### src/design/video_timing_pkg.sv
// Raster types shared by the timing generator and the pixel pipeline.
// Every pipeline stage carries a raster_t next to its pixel data so that
// the sync and blank outputs leave the engine aligned with the colour.
// Import with a wildcard in the module header.

package video_timing_pkg;

    // horizontal count runs two clocks per pixel
    typedef logic [10:0] hcount_t;

    typedef logic [9:0] vcount_t;

    typedef struct packed {
        hcount_t hcount;
        vcount_t vcount;
        logic    hsync;    // active low
        logic    vsync;    // active low
        logic    blank_n;
        logic    pix_clk;
    } raster_t;

    // pipeline register value while reset is held or the pipe is filling
    localparam raster_t raster_idle = '{
        hcount:  '0,
        vcount:  '0,
        hsync:   1'b1,
        vsync:   1'b1,
        blank_n: 1'b0,
        pix_clk: 1'b0
    };

endpackage

### src/design/sprite_pkg.sv
// Sprite engine definitions: object records as written over the bus,
// the register decode kinds, the sprite pixel write port and colours.
// object_t lines up with writedata[31:1] of an object write, so the bank
// stores the bus word directly.

package sprite_pkg;

    typedef logic [11:0] coord_t;

    // all sprites are square
    localparam int sprite_dim = 16;
    localparam int sprite_pixels = sprite_dim * sprite_dim;

    typedef logic [7:0] pixel_index_t;

    typedef struct packed {
        logic [7:0] r;
        logic [7:0] g;
        logic [7:0] b;
    } rgb_t;

    typedef struct packed {
        coord_t     x;
        coord_t     y;
        logic [5:0] sprite;
        logic       active;
    } object_t;

    typedef enum logic [1:0] {
        reg_background,
        reg_object,
        reg_sprite_pixel,
        reg_none
    } reg_kind_t;

    typedef struct packed {
        logic         strobe;
        logic [13:0]  address;   // sprite * 256 + row * 16 + column
        pixel_index_t index;
    } sprite_write_t;

    localparam rgb_t reset_background = 24'h000080;

endpackage

### src/design/object_search.sv
// Pipeline stage 1. Finds the highest-numbered active object whose
// 16x16 box covers the current pixel and registers the hit together with
// the sprite pixel address, sprite * 256 + row * 16 + column.

`timescale 1ns/10ps

module object_search import video_timing_pkg::*, sprite_pkg::*; #(
    parameter int num_objects  = 8,
    parameter int sprite_count = 4
) (
    input  logic                      clk,
    input  logic                      reset,
    input  raster_t                   raster_in,
    input  object_t [num_objects-1:0] objects,
    output raster_t                   raster_out,
    output logic                      hit,
    output logic [13:0]               pixel_address
);

    logic [12:0] column;
    logic [12:0] line;
    logic [12:0] dx;
    logic [12:0] dy;
    logic        found;
    logic [5:0]  sprite_raw;
    logic [3:0]  off_x;
    logic [3:0]  off_y;

    always_comb begin
        column = 13'(raster_in.hcount[10:1]);  // two counts per pixel
        line = 13'(raster_in.vcount);
        dx = '0;
        dy = '0;
        found = 1'b0;
        sprite_raw = '0;
        off_x = '0;
        off_y = '0;
        // later objects overwrite earlier ones, so the highest index wins
        for (int i = 0; i < num_objects; i++) begin
            dx = column - {1'b0, objects[i].x};  // wraps large when left of x
            dy = line - {1'b0, objects[i].y};
            if (objects[i].active && dx < 13'(sprite_dim) && dy < 13'(sprite_dim)) begin
                found = 1'b1;
                sprite_raw = objects[i].sprite;
                off_x = dx[3:0];
                off_y = dy[3:0];
            end
        end
    end

    always_ff @(posedge clk or posedge reset) begin
        if (reset) begin
            raster_out <= raster_idle;
            hit <= 1'b0;
            pixel_address <= '0;
        end else begin
            raster_out <= raster_in;
            hit <= found;
            pixel_address <= {6'(sprite_raw % sprite_count), off_y, off_x};
        end
    end

endmodule

### config.mk
export PLATFORM = sky130hd
export DESIGN_NAME = object_search
export DESIGN_NICKNAME = d
export VERILOG_FILES = /design/src/design/video_timing_pkg.sv /design/src/design/sprite_pkg.sv /design/src/design/object_search.sv
export SDC_FILE = /design/constraint.sdc
export NUM_CORES = 1
export LEC_CHECK = 0
export BUFFER_PORTS_ARGS = -buffer_cell sky130_fd_sc_hd__buf_2
export CORE_ASPECT_RATIO = 1.25
export CORE_MARGIN = 2
export CORE_UTILIZATION = 40
export CTS_CLUSTER_DIAMETER = 150
export DETAILED_ROUTE_END_ITERATION = 8
export PLACE_DENSITY = 0.68
export SLEW_MARGIN = 15
export SYNTH_ARGS = -nofsm -noshare
export SYNTH_HDL_FRONTEND = slang
export SYNTH_SLANG_ARGS = --single-unit
### constraint.sdc
create_clock -name clk -period 0.9 [get_ports clk]
set_input_delay 0.135 -clock clk [delete_from_list [all_inputs] [get_ports clk]]
set_output_delay 0.135 -clock clk [all_outputs]
set_load 0.02 [all_outputs]
* Yosys cells after proc, flatten, opt, wreduce, memory -nomap -nowiden
Cells that the tools add are included.
Storage, ports and cells: flip-flop bits (word level) 36, bits of input ports 275, output and inout port bits 40, logic and storage cells 88
Cells by class: add/sub/neg operators 16, magnitude comparators 16, multiplexer cells 32, reduce and logical (&&, ||, !) cells 16
Operator list (number):
- $lt A13 B5 Y1 const B | 16
- $sub A10 B12 Y13 | 16
- $mux W4 | 16
- $logic_and A1 B1 Y1 | 16
- $mux W2 | 8
- $mux W1 | 8

* Depth between registers and ports, before layout
depth in word-level cells 12, mapped depth 14, mapped depth without buffers 12

* Worst setup path after synthesis
Ideal clock, no wire load.
path type input port to flip-flop, from in raster_in[15] (netlist bit), to reg pixel_address[9], library setup time 0.126 ns, arrival time 3.244 ns, path slack -2.470 ns, cell stages on the path 13, path buffers 1, cell sequence inv_1 -> ha_1 -> fa_1 -> nor2b_1 -> o311ai_1 -> a31oi_1 -> mux2i_1 -> mux2i_4 -> a2111oi_4 -> buf_2 -> nand3b_1 -> a221o_1 -> a221o_1
Between the ends: cells in the longest elaborated chain, start to end 12, elaborated cells on any way between the ends 40, those cells by class add/sub (8); order compare (8); mux (8); reduce/logical (16)
RTL lines:
- start: declaration | line object_search.sv:13 | input raster_t raster_in,
- $sub A10 B12 Y13 | line object_search.sv:40 | dx = column - {1'b0, objects[i].x};
- $lt A13 B5 Y1 | line object_search.sv:42 | if (objects[i].active && dx < 13'(sprite_dim) && dy < 13'(sprite_dim)) begin
- $logic_and A1 B1 Y1 (2 in a row) | line object_search.sv:42
- $mux W2 (7 in a row) | line object_search.sv:42
- $mux W2 * | line object_search.sv:42
- via sprite_raw[1] | line object_search.sv:25 | logic [5:0] sprite_raw;
- end signal: assignment | line object_search.sv:59 | pixel_address <= {6'(sprite_raw % sprite_count), off_y, off_x};
- end: declaration | line object_search.sv:17 | output logic [13:0] pixel_address
The timed path passes the listed nets; every way through them passes the cells marked *.

* Worst setup path in the final report
from in raster_in[4] (netlist bit), to reg pixel_address[9]
Between the ends: cells in the longest elaborated chain, start to end 11, elaborated cells on any way between the ends 32, those cells by class add/sub (8); order compare (8); mux (8); reduce/logical (8)
RTL lines:
- $sub A10 B12 Y13 | line object_search.sv:41 | dy = line - {1'b0, objects[i].y};
- $lt A13 B5 Y1 | line object_search.sv:42
- $logic_and A1 B1 Y1 | line object_search.sv:42
- $mux W2 (7 in a row) | line object_search.sv:42
- $mux W2 * | line object_search.sv:42
- via sprite_raw[1] | line object_search.sv:25
Marks and branches as above.

==> results.md <==
* Status: complete, but fails checks
* Failing checks: negative setup slack
* Final setup viols at 47
* Core box area at 0.0244 sq mm
* Max-Cap Viols at 0
* Placed cell areas at 0.0149 sq mm
* Rows at 64
* Global-route wire length before repair at 65,000 microns
* # clock sinks at 36
* CTS tree: done
* Vias at 12,988
* Post-Route WL at 42,900 microns
* Initial DRC Count at 765
* Final worst slack at -2.13 ns
* Period utilization at 337%
* CP cell instances: buf_8, clkinvlp_4, buf_12, buf_8, ha_4, fa_2, nor2b_4, o31ai_4, a21oi_2, o21ai_1, a222oi_1, nor4b_4, a22oi_2, o2111a_1, a221o_1
* Gr ovfl total at 0
* Buf/Inv on CP at 4
* Min cycle time layout at 3.03 ns
* CTS max path bufs at 2
* Crit path max fanout at 8
* Max Freq at 330 MHz
* Tightest Pin Transition at 0.512 ns
* # diodes at 0
* Critical path capture point type: flop
* #FFs+latches synth at 36
* Hold Crit Class: primary input to flop
* Power Density at 794 mW/mm^2
* Syn Inst Count at 1,315
* Post-synth EDFFs at 0
* Register area share after synthesis at 9.12%
* TritonRoute pass-1 iters at 5
* Worst endpoint data arrival time at 3.20 ns
* Post-DRT Antenna Nets at 0
* Ports at 315
* Die width at 145 microns
* Yosys top cell by area: ha_1
* Layout area overhead at 66.0%
* Final net count at 2,479
* Crit Path Class: primary input to flop
* GPL Wtd Cong at 1.05
* Synth top area share at 20.2%
* Top_reg_cell synth: dfrtp_1
* Number of CTS-inserted buffers at 5
* Rel. slew slack at 65.0%
* Layout cells sized above 1 at 43.8%
* RSZ-0062 raised after global routing: true
* DRC Markers at 0
* Dominant cells by area after synthesis: ha_1, dfrtp_1, inv_1, a21oi_1, o21ai_0
* IO Port Bufs at 278
* Slew Viols, Final at 0
* Mapped cell area at 0.00990 sq mm
* Drt via density at 5.51
* Reg clk slew, reported paths at 0.06 ns
* Crit-path leading delay family: compound AO/OA/AOI/OAI gates
* Global Route Usage Sum at 31.9%
* LEAKAGE at 8.36 nW
* Vias in the first global route at 12,944
* Initial antenna violation count at 0
* Die area at 0.0260 sq mm
* CP required at 1.07 ns
* Distinct cell type count after synthesis at 95
* DPL Wire Length at 35,300 microns
* Largest net degree at the start of global routing at 21
* Clock root cell: clkbuf_16
* Final Instance Area at 0.0164 sq mm
* Peak supply drop at 0.000644 V
* Post-Syn Area per Cell at 7.53 sq um
* CTS H-Tree Depth at 2
* Startpoint class of the critical path: primary input
* Ys async rst share at 100%
* Synth Warn # at 0
* Hold Vio Cnt, Final at 0
* CP most frequent cell: buf_8
* Mean routed wirelength per cell at 18.2 microns
* Worst path max stage delay at 0.41 ns
* Die height at 180 microns
* Starting Density at 40.5%
* Setup TNS at -25.11 ns
* Slowest CP cell: nor4b_4
-- area by class of cell --
cell class | count | area [sq um]
Inverter | 209 | 800
Clock inverter | 2 | 13.8
Timing Repair Buffer | 725 | 5310
Clock buffer | 6 | 139
Multi-Input combinational cell | 1051 | 8860
Fill cell | 2032 | 7990
Sequential cell | 36 | 903
Tap cell | 330 | 413
-- metal layers --
layer  part of all wire (%)  global-route usage [%]
met5                      0                       0
met3                    5.9                    3.06
met2                     48                    55.6
met1                     41                    38.6
met4                    6.0                    15.5
-- cell usage in the layout (no fill, tap or decap), types with 10 or more instances in the layout --
cell and n:
o22ai_1 11, o21a_1 37, or2_2 12, a31oi_1 11, nor3_1 37, fa_2 14
o211ai_1 15, o221ai_1 10, nand4_1 17, buf_2 231, o21ai_0 59, xor2_1 17
inv_1 203, ha_4 12, dfrtp_1 34, a21oi_1 68, a211oi_1 14, nor2b_1 24
nand3_1 33, xnor2_1 24, o2111ai_1 10, ha_1 141, a32oi_1 10, buf_4 412
nor2_1 74, or3_1 12, o21ai_1 13, buf_12 15, a221o_1 11, buf_6 54
nand2_1 47, nand2b_1 32, mux2i_1 16, a21o_1 16
-- cells in the mapped netlist, types with 9 or more instances --
cell,number
nor2_1,75
xnor2_1,24
o2bb2ai_1,11
fa_1,16
a21oi_1,79
inv_1,209
clkbuf_1,11
nand2b_1,37
a211oi_1,15
nor3_1,41
dfrtp_1,34
or2_2,13
ha_1,160
nand3_1,34
xor2_1,17
o221ai_1,15
o21a_1,37
o22ai_1,15
a21o_1,16
a32oi_1,11
nand2_1,48
a31oi_1,14
nor2b_1,35
nand4_1,17
o21ai_0,69
nor4_1,15
mux2i_1,17
a221o_1,11
or3_1,13
o2111ai_1,11
a2111oi_0,9
o211ai_1,15
-- through the flow --
stage / total power, mW / cells / setup slack [ns] / util, % / hold slack [ns]
after floorplan: 6.18 / 1318 / -2.22 / - / 0.0877
after global placement: 10.1 / 2306 / -2.54 / 60.9 / 0.0915
after detailed placement: 10.2 / 2306 / -2.60 / 60.9 / 0.0922
after CTS: 12.7 / 2350 / -2.10 / 66.1 / 0.0254
after global routing: 13.9 / 2359 / -2.25 / 67.3 / 0.0218
final: 13.0 / 2359 / -2.13 / 67.3 / 0.0294
-- report_power, final --
| group | leakage (nW) | internal, mW | switching, mW |
|---|---|---|---|
| sequential | 0.443 | 1.68 | 0.0335 |
| combinational | 7.84 | 4.79 | 4.69 |
| clock | 0.0772 | 1.11 | 0.748 |
| total | 8.36 | 7.58 | 5.47 |
-- path summary, 6_finish.rpt --
| kind | from | end | slack, ns | cells after the start |
|---|---|---|---|---|
| min | raster_in[10] | raster_out[10]$_DFF_PP0_ | 0.03 | 1 |
| max in group asynchronous | reset | pixel_address[8]$_DFF_PP0_ | 0.18 | 4 |
| min in group asynchronous | reset | raster_out[12]$_DFF_PP0_ | 0.34 | 3 |
| max | raster_in[4] | pixel_address[9]$_DFF_PP0_ | -2.13 | 15 |
-- state kept, by name, summed over array words and instances (netlist names) --
signal,cells
raster_out,25
pixel_address,10
hit,1
-- timing repair --
item                                    CTS  global route
cloned                                    3             1
endpoints found under the setup margin   47            47
resized for setup                       205            52
buffers inserted                         27             8
hold buffers                              8             0
pin swaps                                74            44
hold endpoints to repair                 14             0
-- logic make-up (layout without fill, tap and decap cells) --
group	Yosys count	after routing	synth area share (%)
flip-flops	36	36	9.12
XOR/XNOR	41	41	3.63
multiplexers	25	25	2.74
other	1	4	0.0379
adder cells (fa/ha/maj)	176	176	23.5
AND/OR/NAND/NOR	397	398	22.5
buffers and inverters	232	942	9.30
AO/OA/AOI/OAI	407	407	29.2
Note: power is estimated with default switching activity, not from simulation.
