[src/design/sprite_pkg.sv]
// Sprite engine definitions: object records as written over the bus,
// the register decode kinds, the sprite pixel write port and colours.
// object_t lines up with writedata[31:1] of an object write, so the bank
// stores the bus word directly.

package sprite_pkg;

    typedef logic [11:0] coord_t;

    // all sprites are square
    localparam int sprite_dim = 16;
    localparam int sprite_pixels = sprite_dim * sprite_dim;

    typedef logic [7:0] pixel_index_t;

    typedef struct packed {
        logic [7:0] r;
        logic [7:0] g;
        logic [7:0] b;
    } rgb_t;

    typedef struct packed {
        coord_t     x;
        coord_t     y;
        logic [5:0] sprite;
        logic       active;
    } object_t;

    typedef enum logic [1:0] {
        reg_background,
        reg_object,
        reg_sprite_pixel,
        reg_none
    } reg_kind_t;

    typedef struct packed {
        logic         strobe;
        logic [13:0]  address;   // sprite * 256 + row * 16 + column
        pixel_index_t index;
    } sprite_write_t;

    localparam rgb_t reset_background = 24'h000080;

endpackage

[src/design/register_bank.sv]
// Bus side of the engine. Decodes chipselect/write cycles into the
// background colour, the object table and sprite pixel writes.
// Address 0 is the background, 1..num_objects the objects, 31 a sprite
// pixel; every other address is ignored. Writes land on the strobe edge.

`timescale 1ns/10ps

module register_bank import sprite_pkg::*; #(
    parameter int num_objects  = 8,
    parameter int sprite_count = 4
) (
    input  logic                            clk,
    input  logic                            reset,
    input  logic                            chipselect,
    input  logic                            write,
    input  logic [4:0]                      address,
    input  logic [31:0]                     writedata,
    output rgb_t                            background,
    output object_t [num_objects-1:0]       objects,
    output sprite_write_t                   sprite_write
);

    reg_kind_t kind;
    logic      bus_write;

    assign bus_write = chipselect && write;

    always_comb begin
        if (address == 5'd0) begin
            kind = reg_background;
        end else if (address == 5'd31) begin
            kind = reg_sprite_pixel;
        end else if (int'(address) <= num_objects) begin
            kind = reg_object;
        end else begin
            kind = reg_none;
        end
    end

    always_ff @(posedge clk or posedge reset) begin
        if (reset) begin
            background <= reset_background;
            objects <= '0;  // every object inactive
        end else if (bus_write) begin
            if (kind == reg_background) begin
                background <= writedata[23:0];
            end
            for (int i = 0; i < num_objects; i++) begin
                if (kind == reg_object && address == 5'(i + 1)) begin
                    objects[i] <= writedata[31:1];
                end
            end
        end
    end

    // pixels past the last sprite are dropped
    always_comb begin
        sprite_write.strobe = bus_write && kind == reg_sprite_pixel &&
                              writedata[21:8] < 14'(sprite_count * sprite_pixels);
        sprite_write.address = writedata[21:8];
        sprite_write.index = writedata[7:0];
    end

endmodule

[config.mk]
export PLATFORM = sky130hd
export DESIGN_NAME = register_bank
export DESIGN_NICKNAME = d
export VERILOG_FILES = /design/src/design/sprite_pkg.sv /design/src/design/register_bank.sv
export SDC_FILE = /design/constraint.sdc
export NUM_CORES = 1
export LEC_CHECK = 0
export BUFFER_PORTS_ARGS = -buffer_cell sky130_fd_sc_hd__buf_2
export CORE_MARGIN = 1
export CORE_UTILIZATION = 30
export CTS_BUF_LIST = sky130_fd_sc_hd__clkbuf_2
export DETAILED_ROUTE_END_ITERATION = 12
export GPL_TIMING_DRIVEN = 1
export PLACE_DENSITY = 0.52
export SLEW_MARGIN = 20
export SYNTH_ARGS = -nofsm -noshare
export SYNTH_HDL_FRONTEND = slang
export SYNTH_SLANG_ARGS = --single-unit
[constraint.sdc]
create_clock -name clk -period 10.8 [get_ports clk]
set_input_delay 2.16 -clock clk [delete_from_list [all_inputs] [get_ports clk]]
set_output_delay 2.16 -clock clk [all_outputs]
set_load 0.01 [all_outputs]
# --- Yosys cells after proc, flatten, opt, wreduce, memory -nomap -nowiden ---
# Cells that the tools add are included.
op_classes:
  eq_ne: 11
  magnitude_cmp: 2
  muxes: 3
  reduce_logical: 22
op_table:
  columns: ["operator", "count"]
  rows:
  - ["$eq 5x3->1 const B", 4]
  - ["$reduce_and 2->1", 9]
  - ["$lt 14x11->1 const B", 1]
  - ["$logic_and 1x1->1", 11]
  - ["$eq 5x2->1 const B", 2]
  - ["$mux 2", 3]
  - ["$eq 5x1->1 const B", 1]
  - ["$eq 5x4->1 const B", 1]
  - ["$eq 5x5->1 const B", 1]
  - ["$le 5x4->1 const B", 1]
  - ["$logic_not 5->1", 1]
  - ["$eq 2x1->1 const B", 1]
  - ["$eq 2x2->1 const B", 1]
  - ["$logic_not 2->1", 1]
totals:
  inputBits: 41
  elab_cells: 73
  out_inout_bits: 295
  register_bits: 272

# --- Longest topological paths before layout ---
# Gate-level depths: netlist of run 1.
logic_depth:
  ltp_word: 7
  mapped_depth: 5

# --- Least setup slack after synthesis of run 1 ---
# No wires, ideal clock.
synth_path:
  path_kind: "input to output"
  start: "in writedata[18]"
  end: "out sprite_write[22] (netlist name)"
  cell_stages: 3
  arrival_ps: 3244
  slack_ps: 5396
  cell_sequence: "clkbuf_1 > or4b_1 > nor4_1"
synth_lines:
  columns: ["item", "line_no", "source"]
  rows:
  - ["start: declaration", "register_bank.sv:17", "input logic [31:0] writedata,"]
  - ["end: declaration", "register_bank.sv:20", "output sprite_write_t sprite_write"]

==> flow_summary.json, run 1 <==
{
  "status": "finished clean",
  "ctsHoldBuffers": 0,
  "synth.top_cell.area_share_pct": 63.6,
  "setup_viol": 0,
  "clockBufferDepth": 3,
  "cp_max_fo": 11,
  "antenna_found_initial": 1,
  "hp-class": "register to register",
  "finalSetupTns_ns": 0,
  "final_common_cell": "buf_2",
  "vias": 6743,
  "r2r-end": "objects[209]$_DFFE_PP0P_",
  "path_cells": "buf_2 -> or4b_1 -> nor4_1 -> buf_2",
  "grt_overflow_total": 0,
  "ys_seq_elements": 272,
  "numClockSinks": 272,
  "cp.arrival_ns": 3.37,
  "insertion_delay_ns": 0.86,
  "rr_worst_depth": 1,
  "rows": 68,
  "critPathLaunchType": "input pin",
  "grt_pass1_wl_um": 45100,
  "fin_nets": 1026,
  "clock_skew_ns": 0,
  "portBuffers": 335,
  "drv_cap": 0,
  "fin_util_pct": 38.4,
  "grt_start_max_net_pins": 153,
  "yosys.cell_types.count": 25,
  "gp_congestion": 0.735,
  "p_per_area_nw_per_um2": 182,
  "hpwl_um": 18600,
  "wl_per_cell_um": 19.8,
  "required_ns": 8.64,
  "clock.fmax_mhz": 181,
  "cts_resized": 0,
  "cts_max_level": 3,
  "slew_violations": 0,
  "worst_pin_slew_ns": 1.10,
  "ios": 336,
  "initial_core_util_pct": 30.7,
  "worstSetupPathType": "input pin to output pin",
  "track_usage_pct": 16.7,
  "dieArea_sq_um": 36300,
  "synthTopCellsByArea": "dfrtp_1 (64%), mux2_2 (22%), mux2_4 (8.5%)",
  "die_y_um": 191,
  "grt_pass1_vias": 7201,
  "post-cts-setup-buffers": 0,
  "crit_path_end": "sprite_write[22]",
  "synthesis.area_sq_um": 10700,
  "die_w_um": 191,
  "most-common-layout-cells": "buf_2 (335), dfrtp_1 (271), mux2_2 (212)",
  "drive_gt1_share_pct": 71.8,
  "finalCriticalPeriod_ns": 5.53,
  "final_hold_viol_count": 0,
  "synth.avg_cell_area_sq_um": 17.2,
  "leakage_uw": 0.00755,
  "first_pass_iters": 4,
  "core_area_sq_um": 34700,
  "synth_fp_nets": 662,
  "yosys_warnings": 0,
  "cpLargestDelayFamily": "simple AND/OR/NAND/NOR gates",
  "routed_wl_um": 29700,
  "cp-end-kind": "output pin",
  "cts.reportedPaths.clkPinSlew_ns": 0.08,
  "clockRootBuffer": "clkbuf_2",
  "drc": 0,
  "cts_tree": "yes",
  "path_depth": 4,
  "cts_made_buffers": 77,
  "rsz0062_at_grt": "false",
  "cp_num_buf_inv": 2,
  "regToRegStartpoint": "objects[209]$_DFFE_PP0P_",
  "ir_drop_mv": 0.0909,
  "area_growth_pct": 25.0,
  "synth_cells": 621,
  "slowest_delay_ns": 0.57,
  "crit_start": "writedata[18]",
  "timing.final.crit_share_pct": 51.2,
  "postRouteAntennaNets": 0,
  "synth_top_cell_by_area": "dfrtp_1",
  "crit_slowest_cell": "or4b_1",
  "slew_headroom_pct": 26.6,
  "drt_iter0_drc": 170,
  "yosysSeqAreaShare_pct": 63.9,
  "cp_common_cell": "buf_2",
  "reg2reg_slack_ns": 10.01,
  "via_per_inst": 4.50
}
[through the flow]
stage,hold slack (ns),instance area [sq um],power [uW],setup slack (ns),cells
final,0.504,13300,2430,5.27,1499
after global routing,0.522,13300,2580,5.22,1499
after CTS,0.507,13300,2490,5.25,1498
after detailed placement,0.487,12600,1680,5.25,1361
after global placement,0.482,12600,1680,5.22,1361
after floorplan,0.550,10700,1470,1.15,621
[sequential cells by signal, indices dropped and copies added, names as in the netlist]
signal / cells
background: 24
objects: 248
[area by class of cell]
| type | count | area (sq um) |
|---|---|---|
| multi-input cells | 291 | 3480 |
| well taps | 455 | 569 |
| flip-flops and latches | 272 | 6810 |
| diodes | 1 | 2.50 |
| clock buffers | 119 | 596 |
| inverters | 1 | 11.3 |
| clock inverters | 18 | 120 |
| repair buffers | 342 | 1740 |
| fillers | 3401 | 21400 |
[Yosys cell counts]
cell type,n
nor2_1,2
buf_6,4
nor4_1,1
or4b_1,2
mux2_4,60
nand3_1,2
and4b_1,2
dfstp_2,1
clkbuf_1,6
nor3_1,1
nand4_1,1
buf_2,18
or4b_4,1
dfrtp_1,271
inv_1,1
nand2_1,2
nand3b_1,1
nand4b_1,1
and4bb_2,1
buf_12,3
buf_4,22
mux2_2,212
buf_1,4
nand4bb_4,1
and3b_2,1
[cells by family after synthesis]
family / synth area share [%]
AND/OR/NAND/NOR: 1.53
flip-flops: 63.9
buffers and inverters: 3.77
multiplexers: 30.8
[power breakdown]
part / leakage, uW / internal (uW) / total [uW] / switching, uW
registers: 0.00361 / 1150 / 1220 / 66.5
logic: 0.00338 / 215 / 435 / 220
clock network: 0.000553 / 337 / 776 / 440
total: 0.00755 / 1700 / 2430 / 726
[how the worst min path moves through the flow]
stage / startpoint / end / cells after the start / slack, ns
3_3_place_gp: objects[99]$_DFFE_PP0P_ / objects[99]$_DFFE_PP0P_ / 1 / 0.48
3_5_place_dp: objects[119]$_DFFE_PP0P_ / objects[119]$_DFFE_PP0P_ / 1 / 0.49
6_report: objects[227]$_DFFE_PP0P_ / objects[227]$_DFFE_PP0P_ / 1 / 0.50
4_1_cts: objects[104]$_DFFE_PP0P_ / objects[104]$_DFFE_PP0P_ / 1 / 0.51
2_1_floorplan: objects[246]$_DFFE_PP0P_ / objects[246]$_DFFE_PP0P_ / 1 / 0.55
5_1_grt: background[1]$_DFFE_PP0P_ / background[1]$_DFFE_PP0P_ / 1 / 0.52
[layer usage]
metal	share of wire (%)	wire (um)	vias to the layer above	GRT usage (%)
met4	1.8	527	0	6.52
met1	43	12900	3479	21.0
met5	0	0	-	0
met3	9.6	2840	37	7.27
met2	45	13400	281	25.1
li1	-	-	2946	-
No activity file was read; power rests on OpenSTA's default activity.
==> inputs of run 2 (changes only) <==
Clock period 10.8 ns to 5.2 ns, I/O delays scaled along.
==> flow_summary.json, run 2 (synthesis results as in run 1) <==
{
  "status": "finished clean",
  "setup_viol": 0,
  "fin_util_pct": 38.2,
  "track_usage_pct": 16.2,
  "grt_start_max_net_pins": 128,
  "grt_pass1_vias": 7076,
  "slowest_delay_ns": 0.59,
  "insertion_delay_ns": 0.87,
  "worst_pin_slew_ns": 1.11,
  "grt_pass1_wl_um": 43900,
  "rows": 68,
  "hpwl_um": 18500,
  "via_per_inst": 4.52,
  "gp_congestion": 0.740,
  "finalSetupTns_ns": 0,
  "routed_wl_um": 29200,
  "cts_made_buffers": 77,
  "ctsHoldBuffers": 0,
  "required_ns": 4.16,
  "cts.reportedPaths.clkPinSlew_ns": 0.10,
  "cts_max_level": 3,
  "final_hold_viol_count": 0,
  "reg2reg_slack_ns": 4.42,
  "final_common_cell": "buf_2",
  "largest_reg_flops": 248,
  "worstSetupPathType": "input pin to output pin",
  "path_cells": "buf_2 -> or4b_1 -> nor4_1 -> buf_2",
  "portBuffers": 335,
  "rsz0062_at_grt": "false",
  "cp_common_cell": "buf_2",
  "r2r-end": "objects[160]$_DFFE_PP0P_",
  "p_per_area_nw_per_um2": 375,
  "cp-end-kind": "output pin",
  "grt_overflow_total": 0,
  "dieArea_sq_um": 36300,
  "most-common-layout-cells": "buf_2 (335), dfrtp_1 (271), mux2_2 (212)",
  "postRouteAntennaNets": 0,
  "timing.final.crit_share_pct": 63.6,
  "ios": 336,
  "drv_cap": 0,
  "drive_gt1_share_pct": 72.1,
  "wl_per_cell_um": 19.7,
  "rr_worst_depth": 1,
  "top_regs": "objects: 248 flops, background: 24 flops",
  "numClockSinks": 272,
  "largest-register": "objects",
  "first_pass_iters": 4,
  "slew_headroom_pct": 25.9,
  "cp_max_fo": 11,
  "clock.fmax_mhz": 302,
  "antenna_found_initial": 1,
  "fin_nets": 1026,
  "die_w_um": 191,
  "leakage_uw": 0.00751,
  "regToRegStartpoint": "objects[160]$_DFFE_PP0P_",
  "drt_iter0_drc": 262,
  "die_y_um": 191,
  "finalCriticalPeriod_ns": 3.31,
  "clock_skew_ns": 0,
  "initial_core_util_pct": 30.7,
  "clockBufferDepth": 3,
  "crit_slowest_cell": "or4b_1",
  "cts_resized": 0,
  "hp-class": "input pin to asynchronous set/reset pin",
  "critPathLaunchType": "input pin",
  "cts_tree": "yes",
  "area_growth_pct": 24.6,
  "cp.arrival_ns": 2.27,
  "slew_violations": 0,
  "core_area_sq_um": 34700,
  "clockRootBuffer": "clkbuf_2",
  "vias": 6720,
  "p_total_uw": 4980,
  "ir_drop_mv": 0.168,
  "drc": 0,
  "post-cts-setup-buffers": 0
}
-- run 2: changes by cell type in the layout (fill, tap and decap cells not counted), sizes merged --
| cell | delta |
|---|---|
| clkbuf | -8 |
| clkinv | -5 |
| clkinvlp | +1 |
-- run 2: metal layers --
layer  track usage [%]  share of wire, %  routed length [um]  up-vias
met3              6.20               8.0                2340       38
li1                  -                 -                   -     2941
met5                 0                 0                   0        -
met1              21.1                45               13200     3481
met2              24.2                45               13200      260
met4              6.15               1.9                 551        0
-- run 2: how the worst max path moves through the flow --
stage | start | end | slack, ns | cells after the start
6_report | writedata[18] | sprite_write[22] | 1.89 | 4
5_1_grt | writedata[18] | sprite_write[22] | 1.85 | 4
4_1_cts | writedata[18] | sprite_write[22] | 1.88 | 4
3_5_place_dp | writedata[18] | sprite_write[22] | 1.89 | 4
3_3_place_gp | writedata[18] | sprite_write[22] | 1.92 | 4
2_1_floorplan | reset | background[0]$_DFFE_PP0P_ | 0.57 | 1
-- run 2: final cells by class --
| class | instances | area, sq um |
|---|---|---|
| Inverter | 1 | 7.51 |
| Clock buffer | 111 | 556 |
| Tap cell | 455 | 569 |
| Antenna cell | 1 | 2.50 |
| Sequential cell | 272 | 6810 |
| Clock inverter | 14 | 106 |
| Timing Repair Buffer | 342 | 1750 |
| Fill cell | 3425 | 21400 |
| Multi-Input combinational cell | 291 | 3470 |
-- run 2: worst max-delay path: cells and delay by family --
kind	cells	cell delay, ns
buf+inv	2	0.36
simple gates	2	0.86
-- run 2: power breakdown --
part	total (uW)	switching, uW	internal (uW)	leakage [uW]
combinational	903	456	448	0.00337
sequential	2530	138	2390	0.00361
clock	1540	886	659	0.000519
total	4980	1480	3500	0.00751
-- run 2: stage by stage --
stage,setup WS (ns),instances,cell area (sq um),hold WS (ns)
after CTS,1.88,1486,13300,0.157
after global routing,1.85,1487,13300,0.226
after floorplan,0.565,621,10700,0.550
after detailed placement,1.89,1361,12600,0.486
after global placement,1.92,1361,12600,0.484
final,1.89,1487,13300,0.301
==> inputs of run 3 (changes only) <==
Settings changed: ABC_AREA set to 1, PLACE_DENSITY 0.52 to 0.51.
Clock period 5.2 ns to 3.27 ns, I/O delays scaled along.
==> flow_summary.json, run 3 <==
{
  "slew_headroom_pct": 37.1,
  "p_per_area_nw_per_um2": 563,
  "placed_cells": 2006,
  "top_regs": "objects: 248 flops, background: 24 flops",
  "die_y_um": 196,
  "synth-async-reset-ratio_pct": 100,
  "status": "finished clean",
  "critPathLaunchType": "input pin",
  "grt_overflow_total": 0,
  "required_ns": 2.62,
  "drv_cap": 0,
  "synth_top_family_by_area": "simple AND/OR/NAND/NOR gates",
  "die_w_um": 196,
  "setup_viol": 0,
  "cp.arrival_ns": 2.01,
  "grt_start_max_net_pins": 175,
  "largest-register": "objects",
  "synth-adder-area-share_pct": 0,
  "cts_tree": "yes",
  "most-common-layout-cells": "nand2_1 (574), buf_2 (335), dfrtp_1 (271)",
  "setup_ws_ns": 0.608,
  "p_total_uw": 8050,
  "dieArea_sq_um": 38400,
  "numClockSinks": 272,
  "routed_wl_um": 43500,
  "antenna_found_initial": 2,
  "initial_core_util_pct": 30.6,
  "clock_skew_ns": 0,
  "synth-edff-count": 0,
  "insertion_delay_ns": 0.89,
  "cp_max_fo": 11,
  "clock.fmax_mhz": 376,
  "ys_seq_elements": 272,
  "leakage_uw": 0.00844,
  "yosys.cell_types.count": 15,
  "yosysMostFrequentCell": "nand2_1",
  "grt_pass1_wl_um": 65600,
  "synthesis.area_sq_um": 11300,
  "grt_pass1_vias": 10200,
  "fin_nets": 1646,
  "drt_iter0_drc": 828,
  "synth_commonest_cells": "nand2_1 (576), dfrtp_1 (271), nand4_1 (188)",
  "ctsHoldBuffers": 23,
  "worstSetupPathType": "input pin to output pin",
  "synth_top_cell_by_area": "dfrtp_1",
  "ys.flop_type": "dfrtp_1",
  "largest_reg_flops": 248,
  "cts_made_buffers": 77,
  "via_per_inst": 4.89,
  "synthTopCellsByArea": "dfrtp_1 (60%), nand2_1 (19%), nand4_1 (10%)",
  "synth_cells": 1279,
  "cts.reportedPaths.clkPinSlew_ns": 0.11,
  "area_growth_pct": 26.5,
  "gp_congestion": 0.790,
  "rsz0062_at_grt": "false",
  "finalNonFillerCells": 2170,
  "timing.final.crit_share_pct": 81.4,
  "portBuffers": 335,
  "postRouteAntennaNets": 0,
  "first_pass_iters": 5,
  "drc": 0,
  "cp-end-kind": "output pin",
  "rows": 70,
  "yosysSeqAreaShare_pct": 60.2,
  "yosys_warnings": 0,
  "synth_xor_area_share_pct": 0,
  "finalSetupTns_ns": 0,
  "drive_gt1_share_pct": 31.3,
  "synth_compound_area_share_pct": 0,
  "vias": 10600,
  "synth.avg_cell_area_sq_um": 8.83,
  "ios": 336,
  "synth_mux_area_share_pct": 0,
  "fin_area_sq_um": 14300,
  "clockRootBuffer": "clkbuf_2",
  "clockBufferDepth": 3,
  "core_area_sq_um": 36900,
  "ir_drop_mv": 0.240,
  "synth_simple_gate_area_share_pct": 33.2,
  "cts_max_level": 3,
  "cts_resized": 0,
  "post-cts-setup-buffers": 0,
  "wl_per_cell_um": 20.0,
  "slew_violations": 0,
  "hpwl_um": 27300,
  "final_common_cell": "nand2_1",
  "hp-class": "input pin to register",
  "preCtsSetupSlack_ns": 0.815,
  "finalCriticalPeriod_ns": 2.66,
  "final_hold_viol_count": 0,
  "worst_pin_slew_ns": 0.940,
  "synth.top_cell.area_share_pct": 60.0,
  "synth_fp_nets": 1320,
  "dpl_cell_area_sq_um": 13400,
  "track_usage_pct": 22.7
}
==> run 3: through the flow <==
step | hold slack, ns | util, %
6_report | 0.122 | 38.8
5_1_grt | 0.00448 | 38.8
4_1_cts | 0.00185 | 38.7
3_5_place_dp | 0.453 | 36.3
3_3_place_gp | 0.449 | 36.3
2_1_floorplan | 0.469 | -
==> run 3: report_power, final <==
part           switching, uW  internal [uW]  total, uW  leakage (uW)
Clock                   1510            953       2470      0.000536
Sequential               256           3800       4050       0.00363
Combinational            991            543       1530       0.00428
Total                   2760           5290       8050       0.00844
==> run 3: area by class of cell <==
| type | instances | area [sq um] |
|---|---|---|
| fill | 3843 | 22600 |
| timing repair buffer | 401 | 2320 |
| clock buffer | 118 | 591 |
| sequential | 272 | 6810 |
| antenna | 1 | 2.50 |
| multi-input combinational | 846 | 3830 |
| clock inverter | 21 | 78.8 |
| tap | 504 | 631 |
| inverter | 7 | 30.0 |
==> run 3: path summary, 6_finish.rpt <==
kind / depth (start not counted) / slack (ns) / endpoint / start
setup / recovery: 6 / 0.61 / sprite_write[22] / writedata[18]
hold / removal: 3 / 0.12 / background[2]$_DFFE_PP0P_ / writedata[2]
setup reg to reg: 2 / 2.58 / background[7]$_DFFE_PP1P_ / background[7]$_DFFE_PP1P_
hold reg to reg: 2 / 0.47 / objects[96]$_DFFE_PP0P_ / objects[96]$_DFFE_PP0P_
max in group asynchronous: 5 / 2.02 / objects[51]$_DFFE_PP0P_ / reset
min in group asynchronous: 3 / 0.36 / objects[72]$_DFFE_PP0P_ / reset
==> run 3: layer usage <==
| layer | wire, um | vias up | global-route usage (%) |
|---|---|---|---|
| met2 | 19300 | 423 | 33.7 |
| li1 | - | 4904 | - |
| met1 | 19900 | 5226 | 31.5 |
| met4 | 1120 | 0 | 8.91 |
| met3 | 3160 | 62 | 6.17 |
| met5 | 0 | - | 0 |
==> run 3: kinds of logic after synthesis <==
kind of cell | count (synthesis)
DFF | 272
buffers and inverters | 161
and+or+nand+nor | 846
==> run 3: worst max-delay path, stage by stage <==
cell and delay, ns:
dlygate4sd3_1 0.53, buf_2 0.23, nor2_1 0.17, nand4_1 0.17, nor2_1 0.12, buf_2 0.14
