<file path="src/design/video_timing_pkg.sv">
// Raster types shared by the timing generator and the pixel pipeline.
// Every pipeline stage carries a raster_t next to its pixel data so that
// the sync and blank outputs leave the engine aligned with the colour.
// Import with a wildcard in the module header.

package video_timing_pkg;

    // horizontal count runs two clocks per pixel
    typedef logic [10:0] hcount_t;

    typedef logic [9:0] vcount_t;

    typedef struct packed {
        hcount_t hcount;
        vcount_t vcount;
        logic    hsync;    // active low
        logic    vsync;    // active low
        logic    blank_n;
        logic    pix_clk;
    } raster_t;

    // pipeline register value while reset is held or the pipe is filling
    localparam raster_t raster_idle = '{
        hcount:  '0,
        vcount:  '0,
        hsync:   1'b1,
        vsync:   1'b1,
        blank_n: 1'b0,
        pix_clk: 1'b0
    };

endpackage

</file>
<file path="src/design/raster_timing.sv">
// Raster timer. Counts clocks per line and lines per field and derives the
// sync, blanking and pixel clock for the current count. The raster output
// is combinational from the counters; the pipeline registers it.

`timescale 1ns/10ps

module raster_timing import video_timing_pkg::*; #(
    parameter int h_active = 1280,
    parameter int h_front  = 32,
    parameter int h_sync   = 192,
    parameter int h_back   = 96,
    parameter int v_active = 480,
    parameter int v_front  = 10,
    parameter int v_sync   = 2,
    parameter int v_back   = 33
) (
    input  logic    clk,
    input  logic    reset,
    output raster_t raster
);

    localparam int h_total = h_active + h_front + h_sync + h_back;
    localparam int v_total = v_active + v_front + v_sync + v_back;
    localparam int h_sync_start = h_active + h_front;
    localparam int v_sync_start = v_active + v_front;

    hcount_t hcount;
    vcount_t vcount;
    logic    end_of_line;
    logic    end_of_field;

    assign end_of_line = hcount == hcount_t'(h_total - 1);
    assign end_of_field = vcount == vcount_t'(v_total - 1);

    always_ff @(posedge clk or posedge reset) begin
        if (reset) begin
            hcount <= '0;
            vcount <= '0;
        end else if (end_of_line) begin
            hcount <= '0;
            vcount <= end_of_field ? '0 : vcount + 1'b1;
        end else begin
            hcount <= hcount + 1'b1;
        end
    end

    always_comb begin
        raster.hcount = hcount;
        raster.vcount = vcount;
        raster.hsync = !(hcount >= hcount_t'(h_sync_start) &&
                         hcount < hcount_t'(h_sync_start + h_sync));
        raster.vsync = !(vcount >= vcount_t'(v_sync_start) &&
                         vcount < vcount_t'(v_sync_start + v_sync));
        raster.blank_n = hcount < hcount_t'(h_active) && vcount < vcount_t'(v_active);
        raster.pix_clk = hcount[0];  // half the system clock
    end

endmodule

</file>
<file path="config.mk">
export PLATFORM = sky130hd
export DESIGN_NAME = raster_timing
export DESIGN_NICKNAME = d
export VERILOG_FILES = /design/src/design/video_timing_pkg.sv /design/src/design/raster_timing.sv
export SDC_FILE = /design/constraint.sdc
export NUM_CORES = 1
export LEC_CHECK = 0
export ABC_AREA = 0
export ABC_CLOCK_PERIOD_IN_PS = 3500
export BUFFER_PORTS_ARGS = -buffer_cell sky130_fd_sc_hd__buf_2
export CORE_UTILIZATION = 40
export DETAILED_ROUTE_END_ITERATION = 6
export GPL_TIMING_DRIVEN = 1
export MAX_ROUTING_LAYER = met4
export SYNTH_ARGS = -nofsm -noshare
export SYNTH_HDL_FRONTEND = slang
export SYNTH_SLANG_ARGS = --single-unit
</file>
<file path="constraint.sdc">
create_clock -name clk -period 3.5 [get_ports clk]
set_input_delay 0.175 -clock clk [delete_from_list [all_inputs] [get_ports clk]]
set_output_delay 0.175 -clock clk [all_outputs]
set_load 0.005 [all_outputs]
</file>
=== Yosys cells after proc, flatten, opt, wreduce, memory -nomap -nowiden ===
Cells that the tools add are included.

* Bits in registers: 21
* Bits in latches: 0
* RAM bits: 0
* ROM bits: 0
* Output and inout port bits: 25
* Logic and storage cells: 19
* Memories kept: 0

* $add $sub $neg: 2
* Multipliers: 0
* Divide/modulo/power cells: 0
* $lt $le $gt $ge: 6
* Eq/ne operators: 2
* Shift operators: 0
* Muxes and demuxes: 2
* Bitwise logic cells: 0
* Reduce and logical (&&, ||, !) cells: 5

{| class="wikitable"
|+ Operator list
! operator !! number
|-
| < comparator 11 bit, second input constant || 2
|-
| < comparator 10 x 9 -> 1 bit, second input constant || 2
|-
| adder 11 x 1 -> 11 bit, second input constant || 1
|-
| == test 11 bit, second input constant || 1
|-
| greater-or-equal comparator 11 bit, second input constant || 1
|-
| 2-to-1 mux 11 bit || 1
|-
| adder 10 x 1 -> 10 bit, second input constant || 1
|-
| == test 10 bit, second input constant || 1
|-
| greater-or-equal comparator 10 x 9 -> 1 bit, second input constant || 1
|-
| 2-to-1 mux 10 bit || 1
|-
| logical AND 1 bit || 3
|-
| zero test 1 bit || 2
|}

=== Longest topological paths before layout ===
Gate-level depths: netlist of run 1.

* Word-level depth: 3
* Gate-level depth with buffers: 6
* Mapped depth without buffers: 6

=== Worst setup path before layout of run 1 ===
No wires, ideal clock.

* Kind: reg-to-reg
* Start point: register hcount[6]
* End point: register vcount[4]
* Library setup time: 66 ps
* Arrival: 1601 ps
* Required time: 3434 ps
* Slack: 1833 ps
* Cell stages (with the launch flop): 6
* Buffers on the path: 1
* Clock period less this slack: 1667 ps
* Cell sequence: dfrtp_1 buf_6 nor4b_4 nand4_4 or4_1 nand2_1

* Longest elaborated chain between the ends: 1

{| class="wikitable"
|+ Ends and longest elaborated chain
! element !! line !! source
|-
| start, declared || raster_timing.sv:27 || <nowiki>hcount_t hcount;</nowiki>
|-
| start signal, assigned || raster_timing.sv:43 || <nowiki>hcount <= hcount + 1'b1;</nowiki>
|-
| == test 11 bit || raster_timing.sv:32 || <nowiki>assign end_of_line = hcount == hcount_t'(h_total - 1);</nowiki>
|-
| end signal, assigned || raster_timing.sv:41 || <nowiki>vcount <= end_of_field ? '0 : vcount + 1'b1;</nowiki>
|-
| end, declared || raster_timing.sv:28 || <nowiki>vcount_t vcount;</nowiki>
|}

Every way passes these cells.
A chain may end at the register's enable or synchronous reset.

=== Final worst setup path of run 1 ===
* Start point: register vcount[0]
* End point: register vcount[3]

* Longest elaborated chain between the ends: 2

{| class="wikitable"
|+ Ends and longest elaborated chain
! element !! line
|-
| adder 10 x 1 -> 10 bit / == test 10 bit (equally long branches) || raster_timing.sv:41, raster_timing.sv:33
|-
| 2-to-1 mux 10 bit (*) || raster_timing.sv:41
|}

Mark *: on every way between the ends. The rest lies on a longest branch, timed or not.

==> flow_summary.ini, run 1 <==
[clock_tree]
clock_sinks = 21
cts_tree = done
clockRootBuffer = clkbuf_4
cts_buffers = 3
clk_path_buf_depth = 2
insertion_delay_ns = 0.30
clk_pin_slew_ns = 0.12
htree_num_levels = 1
cts_resized = 0
postCtsSetupRepairBufs = 0
cts_hold_buffers = 0

[synth]
synth.avg_cell_area_sq_um = 10.3
syn-instance-count = 117
yosys_register_bits = 21
synth.most_common_cell = dfrtp_1
synthArstFlopShare = 1.00
synth_enable_flop_cells = 0
yosysTopAreaCell = dfrtp_1
ys_top_cells_by_count = 21 x dfrtp_1, 9 x nand2_1, 8 x nand3_1, 8 x nor2_1
netlist_area_sq_um = 1200
seq_area_frac_synth = 0.436
syn-num-nets = 124
ys_warn_count = 0
synth_area_leaders = dfrtp_1 44%, ha_1 5.2%, xnor2_1 4.4%
ys.flop_type = dfrtp_1
yosysUniqueCellTypes = 39
synth_top_area_share = 0.436

[layout]
nFillCells = 280
nNetsFinal = 150
design_area_sq_um = 1360
drive_above_1_share = 0.282
area_delta_synth_final_pct = 12.5
fin_cells = 173
antenna_cells = 0
final_util = 0.483

[pwr]
p_int_mw = 0.287
p_per_area_nw_per_um2 = 268
switching_share = 0.209
p_comb_frac = 0.014
switching_power_mw = 0.0757
power_mw = 0.363
p_clk_frac = 0.318
p_leak_nw = 0.664
peakVddDrop_mv = 0.141
seqPwrFrac = 0.668

[sta]
setup_viol = 0
rsz0062_at_grt = no
fin_skew_ns = 0.00598
fmax_mhz = 534
fin_worst_hold_slack_ns = 0.0118
fin_crit_ns = 1.87
slew_headroom = 0.454
period_share = 0.536
hold_viol = 0
layout_setup_ws_ns = 1.63
drv_slew = 0
fin_setup_tns_ns = 0
worstMarginPinSlew_ns = 0.818

[placed_design]
io_buffers = 26
gp_congestion = 0.863
place_area_sq_um = 1330
dp_hpwl_mm = 1.75
dp_cells = 169
pre_cts_ws_ns = 1.65

[critical_path]
crit_fanout = 7
cp-start-kind = flip-flop
max_stage_delay_ns = 0.50
ff2ff_setup_slack_ns = 1.63
crit_path_end_kind = flip-flop
crit_slowest_cell = nor4_2
required_ns = 3.69
worst-setup-path-type = reg2reg
cp.arrival_ns = 2.07
worst-path-buf-inv = 1
cp_top_family = simple AND/OR/NAND/NOR gates
path_cells = inv_1, ha_1, nand4_1, nor4_2, nor2_1, a211o_2

[die]
num_rows = 19
start_util = 0.430
die_h_microns = 56.9
die-area_sq_um = 3240
top_level_ports = 27
core_sq_um = 2810
die_width_microns = 56.9

[grt]
grt_start_max_net_pins = 22
overflow = 0
grt_pass1_vias = 887
antenna_found_initial = 0
grt_usage = 0.172
grt_pass1_wl_mm = 4.18

[status]
violations = DRC
outcome = finished, violations left

[drt]
wire_per_inst_microns = 14.4
wl_mm = 2.49
drc = 4
via_count = 957
vias_per_cell = 5.53
ant_nets = 0
firstDrtPassIters = 6
drtIter0Drc = 36

[min_path]
worstHoldPathType = in2async

[job]
cap_violations = 0
-- power by group through the flow --
stage	sequential, mW	clock (mW)	combinational [mW]
floorplan	0.247	0	0.00363
global placement	0.247	0	0.00556
detailed placement	0.247	0	0.00568
CTS	0.243	0.124	0.00566
global route	0.243	0.134	0.00667
finish	0.243	0.115	0.00523
-- per-layer routing --
metal	track usage	wire, microns
met1	0.238	1210
met2	0.249	1140
met3	0.0323	123
met4	0.0627	21
met5	-	0
-- worst register-to-register path, cell delays in order (launching register included) --
cell,delay (ns)
dfrtp_1,0.46
inv_1,0.12
ha_1,0.16
nand4_1,0.11
nor4_2,0.50
nor2_1,0.11
a211o_2,0.31
-- flip-flops by register name, indices dropped and copies added, names as in the netlist --
name,cells
vcount,10
hcount,11
-- layout by cell type, fill, tap and decap left out, types with 2 or more instances in the layout --
master    synthesis  routed
o21ai_0           4       4
nor3_1            3       3
xnor2_1           6       6
xor2_1            5       5
ha_1              5       5
nand2b_1          2       2
buf_2             0      26
clkbuf_4          0       3
and2_2            2       2
nand4_1           4       4
a31oi_1           2       2
inv_1             6       6
nand2_1           9       9
or4_1             2       2
nand3_1           8       8
and3_1            2       2
and4_2            2       2
dfrtp_1          21      21
nor2_1            8       8
and3_2            2       2
-- cell families (layout without fill, tap and decap cells) --
group | after synthesis | count (layout) | share of synthesized area
adders and majority gates | 5 | 5 | 0.0519
xor gates and xnor gates | 11 | 11 | 0.0800
DFF | 21 | 21 | 0.436
and+or+nand+nor | 53 | 53 | 0.278
buffers and inverters | 11 | 36 | 0.0561
AOI/OAI and AO/OA | 15 | 15 | 0.0893
muxes | 1 | 1 | 0.00831
-- worst paths after layout --
check	from	to	depth (start not counted)
max	vcount[0]	vcount[3]	6
min	reset	vcount[0]	2
max reg2reg	vcount[0]	vcount[3]	6
min reg2reg	vcount[7]	vcount[7]	1
max in group asynchronous	reset	hcount[2]	2
min in group clk	vcount[7]	vcount[7]	1
-- final cells by class --
cell class / instances / area, sq um / area share
Clock buffer: 4 / 26.3 / 0.0194
Tap cell: 31 / 38.8 / 0.0286
Inverter: 6 / 22.5 / 0.0166
Multi-Input combinational cell: 85 / 612 / 0.452
Sequential cell: 21 / 526 / 0.388
Timing Repair Buffer: 26 / 130 / 0.0960
Power figures use the tool's default switching activity.
==> run 2: changes to the inputs <==
--- a/config.mk
+++ b/config.mk
@@ -5,8 +5,8 @@
 export SDC_FILE = /design/constraint.sdc
 export NUM_CORES = 1
 export LEC_CHECK = 0
-export ABC_AREA = 0
-export ABC_CLOCK_PERIOD_IN_PS = 3500
+export ABC_AREA = 1
+export ABC_CLOCK_PERIOD_IN_PS = 1900
 export BUFFER_PORTS_ARGS = -buffer_cell sky130_fd_sc_hd__buf_2
 export CORE_UTILIZATION = 40
 export DETAILED_ROUTE_END_ITERATION = 6
==> constraint.sdc (replaced) <==
create_clock -name clk -period 1.9 [get_ports clk]
set_input_delay 0.095 -clock clk [delete_from_list [all_inputs] [get_ports clk]]
set_output_delay 0.095 -clock clk [all_outputs]
set_load 0.005 [all_outputs]
==> run 2 against run 1 <==
  * The flow still finishes with violations (DRC)
  * Critical path depth unchanged
  * Hold slack better by 0.46 ns
  * Via count increased by 12%
  * First-iteration DRC count fell by 47%
  * Combinational power rose by 110%
  * Sequential power rose by 84%
  * Flip-flop and latch count unchanged
  * Critical path type unchanged
==> flow_summary.ini, run 2 <==
[drt]
via_count = 1071
firstDrtPassIters = 7
wl_mm = 2.54
ant_nets = 0
vias_per_cell = 4.94
wire_per_inst_microns = 11.7
drc = 1
drtIter0Drc = 19

[synth]
seq_area_frac_synth = 0.423
synth.most_common_cell = nand2_1
synth_enable_flop_cells = 0
yosys_register_bits = 21
netlist_area_sq_um = 1240
synth.avg_cell_area_sq_um = 7.97
synth_top_area_share = 0.423
ys_warn_count = 0
synthArstFlopShare = 1.00
yosysUniqueCellTypes = 24
syn-num-nets = 163
syn-instance-count = 156
yosysTopAreaCell = dfrtp_1
ys_top_cells_by_count = 31 x nand2_1, 27 x inv_1, 21 x dfrtp_1, 21 x nor2_1, 14 x nand3_1
ys.flop_type = dfrtp_1
synth_area_leaders = dfrtp_1 42%, nand2_1 9.4%, inv_1 8.1%

[layout]
fin_cells = 217
design_area_sq_um = 1440
drive_above_1_share = 0.210
reg_top3 = hcount x11, vcount x10
antenna_cells = 0
largest_reg_flops = 11
final_util = 0.504
nFillCells = 300
top_register = hcount
final_cell_mix = 31 x nand2_1, 27 x inv_1, 26 x buf_2
regArea_sq_um = 526
final_common_cell = nand2_1
area_delta_synth_final_pct = 15.6
multi_input_area_sq_um = 593
nNetsFinal = 194

[pwr]
seqPwrFrac = 0.663
p_int_mw = 0.531
switching_power_mw = 0.143
p_clk_frac = 0.320
p_leak_nw = 0.791
p_per_area_nw_per_um2 = 468
p_comb_frac = 0.017
switching_share = 0.212
peakVddDrop_mv = 0.420

[placed_design]
io_buffers = 26
dp_cells = 212
place_area_sq_um = 1400
dp_hpwl_mm = 1.93
gp_congestion = 0.785

[clock_tree]
clockRootBuffer = clkbuf_4
clock_sinks = 21
cts_tree = done
cts_buffers = 3
clk_pin_slew_ns = 0.12
insertion_delay_ns = 0.31
clk_path_buf_depth = 2
htree_num_levels = 1

[die]
core_sq_um = 2850
die_h_microns = 57.8
start_util = 0.436
num_rows = 19
die_width_microns = 57.8
die-area_sq_um = 3340
top_level_ports = 27

[grt]
grt_pass1_vias = 1007
grt_usage = 0.179
overflow = 0
grt_start_max_net_pins = 22
antenna_found_initial = 0
grt_pass1_wl_mm = 4.44

[min_path]
worstHoldPathType = in2async

[critical_path]
max_stage_delay_ns = 0.44
required_ns = 2.15
reg2reg_depth = 6
worst-setup-path-type = reg2reg
ff2ff_setup_slack_ns = 0.26
r2r-end = vcount[9]
cp.arrival_ns = 1.89
path_cells = ha_1, nand3_4, nor3_4, buf_4, nand4_1, nand2_1
crit_path_end_kind = flip-flop
crit_fanout = 11
r2r-start = hcount[0]
cp-start-kind = flip-flop
cp_top_family = simple AND/OR/NAND/NOR gates
crit_slowest_cell = dfrtp_1
worst-path-buf-inv = 1

[status]
outcome = finished, violations left
violations = DRC

[sta]
fin_worst_hold_slack_ns = 0.473
fmax_mhz = 609
slew_headroom = 0.457
fin_setup_tns_ns = 0
drv_slew = 0
rsz0062_at_grt = no
worstMarginPinSlew_ns = 0.814
hold_viol = 0
fin_skew_ns = 0.00720
period_share = 0.864
setup_viol = 0
fin_crit_ns = 1.64

[job]
cap_violations = 0
## run 2: cell types whose count changed after synthesis, sizes merged, moves of 5 or more
cell / delta
nand2: +24
inv: +21
nor2: +15
nand3: +8
xnor2: -5
xor2: +5
## run 2: cell type report
| class | instances | share of cell area |
|---|---|---|
| clock buffers | 4 | 0.0183 |
| inverters | 28 | 0.0740 |
| multi-input cells | 105 | 0.413 |
| flip-flops and latches | 21 | 0.366 |
| well taps | 31 | 0.0270 |
| repair buffers | 28 | 0.103 |
## run 2: layer usage
metal | up-vias | part of all wire | GRT usage
met3 | 4 | 0.040 | 0.0513
met1 | 493 | 0.50 | 0.230
met4 | 0 | 0.011 | 0.0510
met5 | - | 0 | -
li1 | 551 | - | -
met2 | 23 | 0.45 | 0.277
## run 2: kinds of logic (layout without fill, tap and decap cells)
family | Yosys count | after routing | synth area share
compound gates | 8 | 8 | 0.0352
xor+xnor | 11 | 11 | 0.0775
fa+ha+maj | 5 | 5 | 0.0503
buf+inv | 30 | 60 | 0.101
flops | 21 | 21 | 0.423
simple gates | 81 | 81 | 0.314
## run 2: per-stage QoR
step                      setup slack (ns)  power [mW]
final                                0.258       0.674
after global routing                 0.140       0.706
after CTS                            0.228       0.688
after detailed placement             0.277       0.466
after global placement               0.335       0.466
after floorplan                      0.501       0.462
## run 2: what timing repair did
item / 4_1_cts / 5_1_grt
endpoints found under the hold margin: 21 / 0
buffers inserted: 0 / 0
hold buffers: 1 / 0
resized for setup: 0 / 0
## run 2: tightest hold or removal path, stage by stage
cell           delay (ns)
dlygate4sd3_1        0.53
buf_2                0.12
inv_1                0.58
## run 2: power by group through the flow
stage | Clock, mW | Sequential, mW | Combinational, mW
5_1_grt | 0.245 | 0.447 | 0.0137
2_1_floorplan | 0 | 0.455 | 0.00668
6_report | 0.216 | 0.447 | 0.0112
3_5_place_dp | 0 | 0.455 | 0.0105
3_3_place_gp | 0 | 0.455 | 0.0104
4_1_cts | 0.229 | 0.447 | 0.0121
## run 2: worst max path at each step
| stage | startpoint | endpoint | slack, ns | depth (start not counted) |
|---|---|---|---|---|
| after global placement | hcount[0] | vcount[9] | 0.33 | 6 |
| final | hcount[0] | vcount[9] | 0.26 | 6 |
| after CTS | hcount[0] | vcount[9] | 0.23 | 6 |
| after floorplan | hcount[0] | vcount[9] | 0.50 | 6 |
| after detailed placement | hcount[0] | vcount[9] | 0.28 | 6 |
| after global routing | hcount[0] | vcount[9] | 0.14 | 6 |
==> run 3: changes to the inputs <==
--- a/config.mk
+++ b/config.mk
@@ -12,6 +12,7 @@
 export DETAILED_ROUTE_END_ITERATION = 6
 export GPL_TIMING_DRIVEN = 1
 export MAX_ROUTING_LAYER = met4
+export PLACE_DENSITY = 0.62
 export SYNTH_ARGS = -nofsm -noshare
 export SYNTH_HDL_FRONTEND = slang
 export SYNTH_SLANG_ARGS = --single-unit
==> run 3 against run 2 <==
  * The run still ends with DRC left
  * Die area unchanged
  * Sequential power hardly changed
  * Wire length increased by 3.7%
  * Clock skew increased by 0.00076 ns
  * Critical endpoint is now vcount[4]
  * Largest power group unchanged
  * Highest routed layer unchanged
==> flow_summary.ini, run 3 (synthesized netlist as in run 2, its figures left out) <==
[status]
outcome = finished, violations left
violations = DRC

[sta]
fin_crit_ns = 1.61
fin_setup_tns_ns = 0
hold_viol = 0
setup_viol = 0
slew_headroom = 0.448
rsz0062_at_grt = no
fmax_mhz = 620
period_share = 0.849
drv_slew = 0
fin_skew_ns = 0.00797
worstMarginPinSlew_ns = 0.827

[layout]
nFillCells = 289
final_cell_mix = 31 x nand2_1, 27 x inv_1, 26 x buf_2
nNetsFinal = 194
reg_top3 = hcount x11, vcount x10
area_delta_synth_final_pct = 15.6
fin_cells = 217
final_common_cell = nand2_1
regArea_sq_um = 526
largest_reg_flops = 11
antenna_cells = 0
top_register = hcount
drive_above_1_share = 0.210
multi_input_area_sq_um = 593

[drt]
via_count = 1083
drc = 1
firstDrtPassIters = 6
drtIter0Drc = 30
ant_nets = 0
wl_mm = 2.63
vias_per_cell = 4.99
wire_per_inst_microns = 12.1

[die]
die-area_sq_um = 3340
die_width_microns = 57.8
num_rows = 19
start_util = 0.436
core_sq_um = 2850
top_level_ports = 27
die_h_microns = 57.8

[critical_path]
worst-setup-path-type = reg2reg
path_cells = ha_1, nand3_4, nor3_4, buf_4, nand3_1, o21ai_0
required_ns = 2.14
max_stage_delay_ns = 0.44
crit_fanout = 9
crit_slowest_cell = dfrtp_1
crit_path_end_kind = flip-flop
cp-start-kind = flip-flop
cp.arrival_ns = 1.85

[clock_tree]
clk_path_buf_depth = 2
clockRootBuffer = clkbuf_4
insertion_delay_ns = 0.31
htree_num_levels = 1
postCtsSetupRepairBufs = 0
cts_tree = done
cts_buffers = 3
clk_pin_slew_ns = 0.12
clock_sinks = 21

[grt]
overflow = 0
grt_usage = 0.178
antenna_found_initial = 0
grt_start_max_net_pins = 22
grt_pass1_vias = 989
grt_pass1_wl_mm = 4.40

[placed_design]
gp_congestion = 0.845
dp_hpwl_mm = 1.96
dp_cells = 212
io_buffers = 26

[pwr]
p_leak_nw = 0.791
peakVddDrop_mv = 0.274
power_mw = 0.680
p_per_area_nw_per_um2 = 473

[min_path]
worstHoldPathType = in2async

[job]
cap_violations = 0
[run 3: area by class of cell]
class | instances | area share
Tap cell | 31 | 0.0270
Sequential cell | 21 | 0.366
Multi-Input combinational cell | 105 | 0.413
Inverter | 28 | 0.0740
Clock buffer | 4 | 0.0183
Timing Repair Buffer | 28 | 0.103
[run 3: power breakdown]
part           leakage (nW)  switching, mW  internal (mW)
registers             0.279              0          0.447
logic                 0.497        0.00913        0.00216
clock network        0.0150          0.139         0.0820
total                 0.791          0.149          0.531
[run 3: timing repair]
action                    CTS  global route
hold endpoints to repair   21             0
hold buffers                1             0
gates resized for setup     0             0
[run 3: final timing paths]
| path | start | to | cells after the start | slack (ns) |
|---|---|---|---|---|
| max in group asynchronous | reset | hcount[9] | 3 | 0.91 |
| min in group clk | hcount[0] | hcount[0] | 1 | 0.54 |
| hold reg to reg | hcount[0] | hcount[0] | 1 | 0.54 |
| setup reg to reg | hcount[0] | vcount[4] | 6 | 0.29 |
| setup / recovery | hcount[0] | vcount[4] | 6 | 0.29 |
| hold / removal | reset | vcount[0] | 3 | 0.48 |
[run 3: critical path: cells and delay by family, from the launching register on]
family | cells | cell delay (ns)
AOI/OAI and AO/OA | 1 | 0.09
adders and majority gates | 1 | 0.26
buffers and inverters | 1 | 0.21
DFF | 1 | 0.44
and+or+nand+nor | 3 | 0.53
[run 3: stage by stage]
| stage | hold slack [ns] | utilization | setup slack (ns) | instance area, sq um |
|---|---|---|---|---|
| 2_1_floorplan | 0.0715 | - | 0.501 | 1240 |
| 3_3_place_gp | 0.294 | 0.491 | 0.393 | 1400 |
| 3_5_place_dp | 0.300 | 0.491 | 0.288 | 1400 |
| 4_1_cts | 0.498 | 0.504 | 0.257 | 1440 |
| 5_1_grt | 0.530 | 0.504 | 0.0862 | 1440 |
| 6_report | 0.475 | 0.504 | 0.287 | 1440 |
[run 3: routing by layer]
layer  wire length, microns  share of wire  track usage
met5                      0              0            -
met2                   1170           0.45        0.257
met3                     92          0.035       0.0290
met4                     60          0.023       0.0952
met1                   1310           0.50        0.240
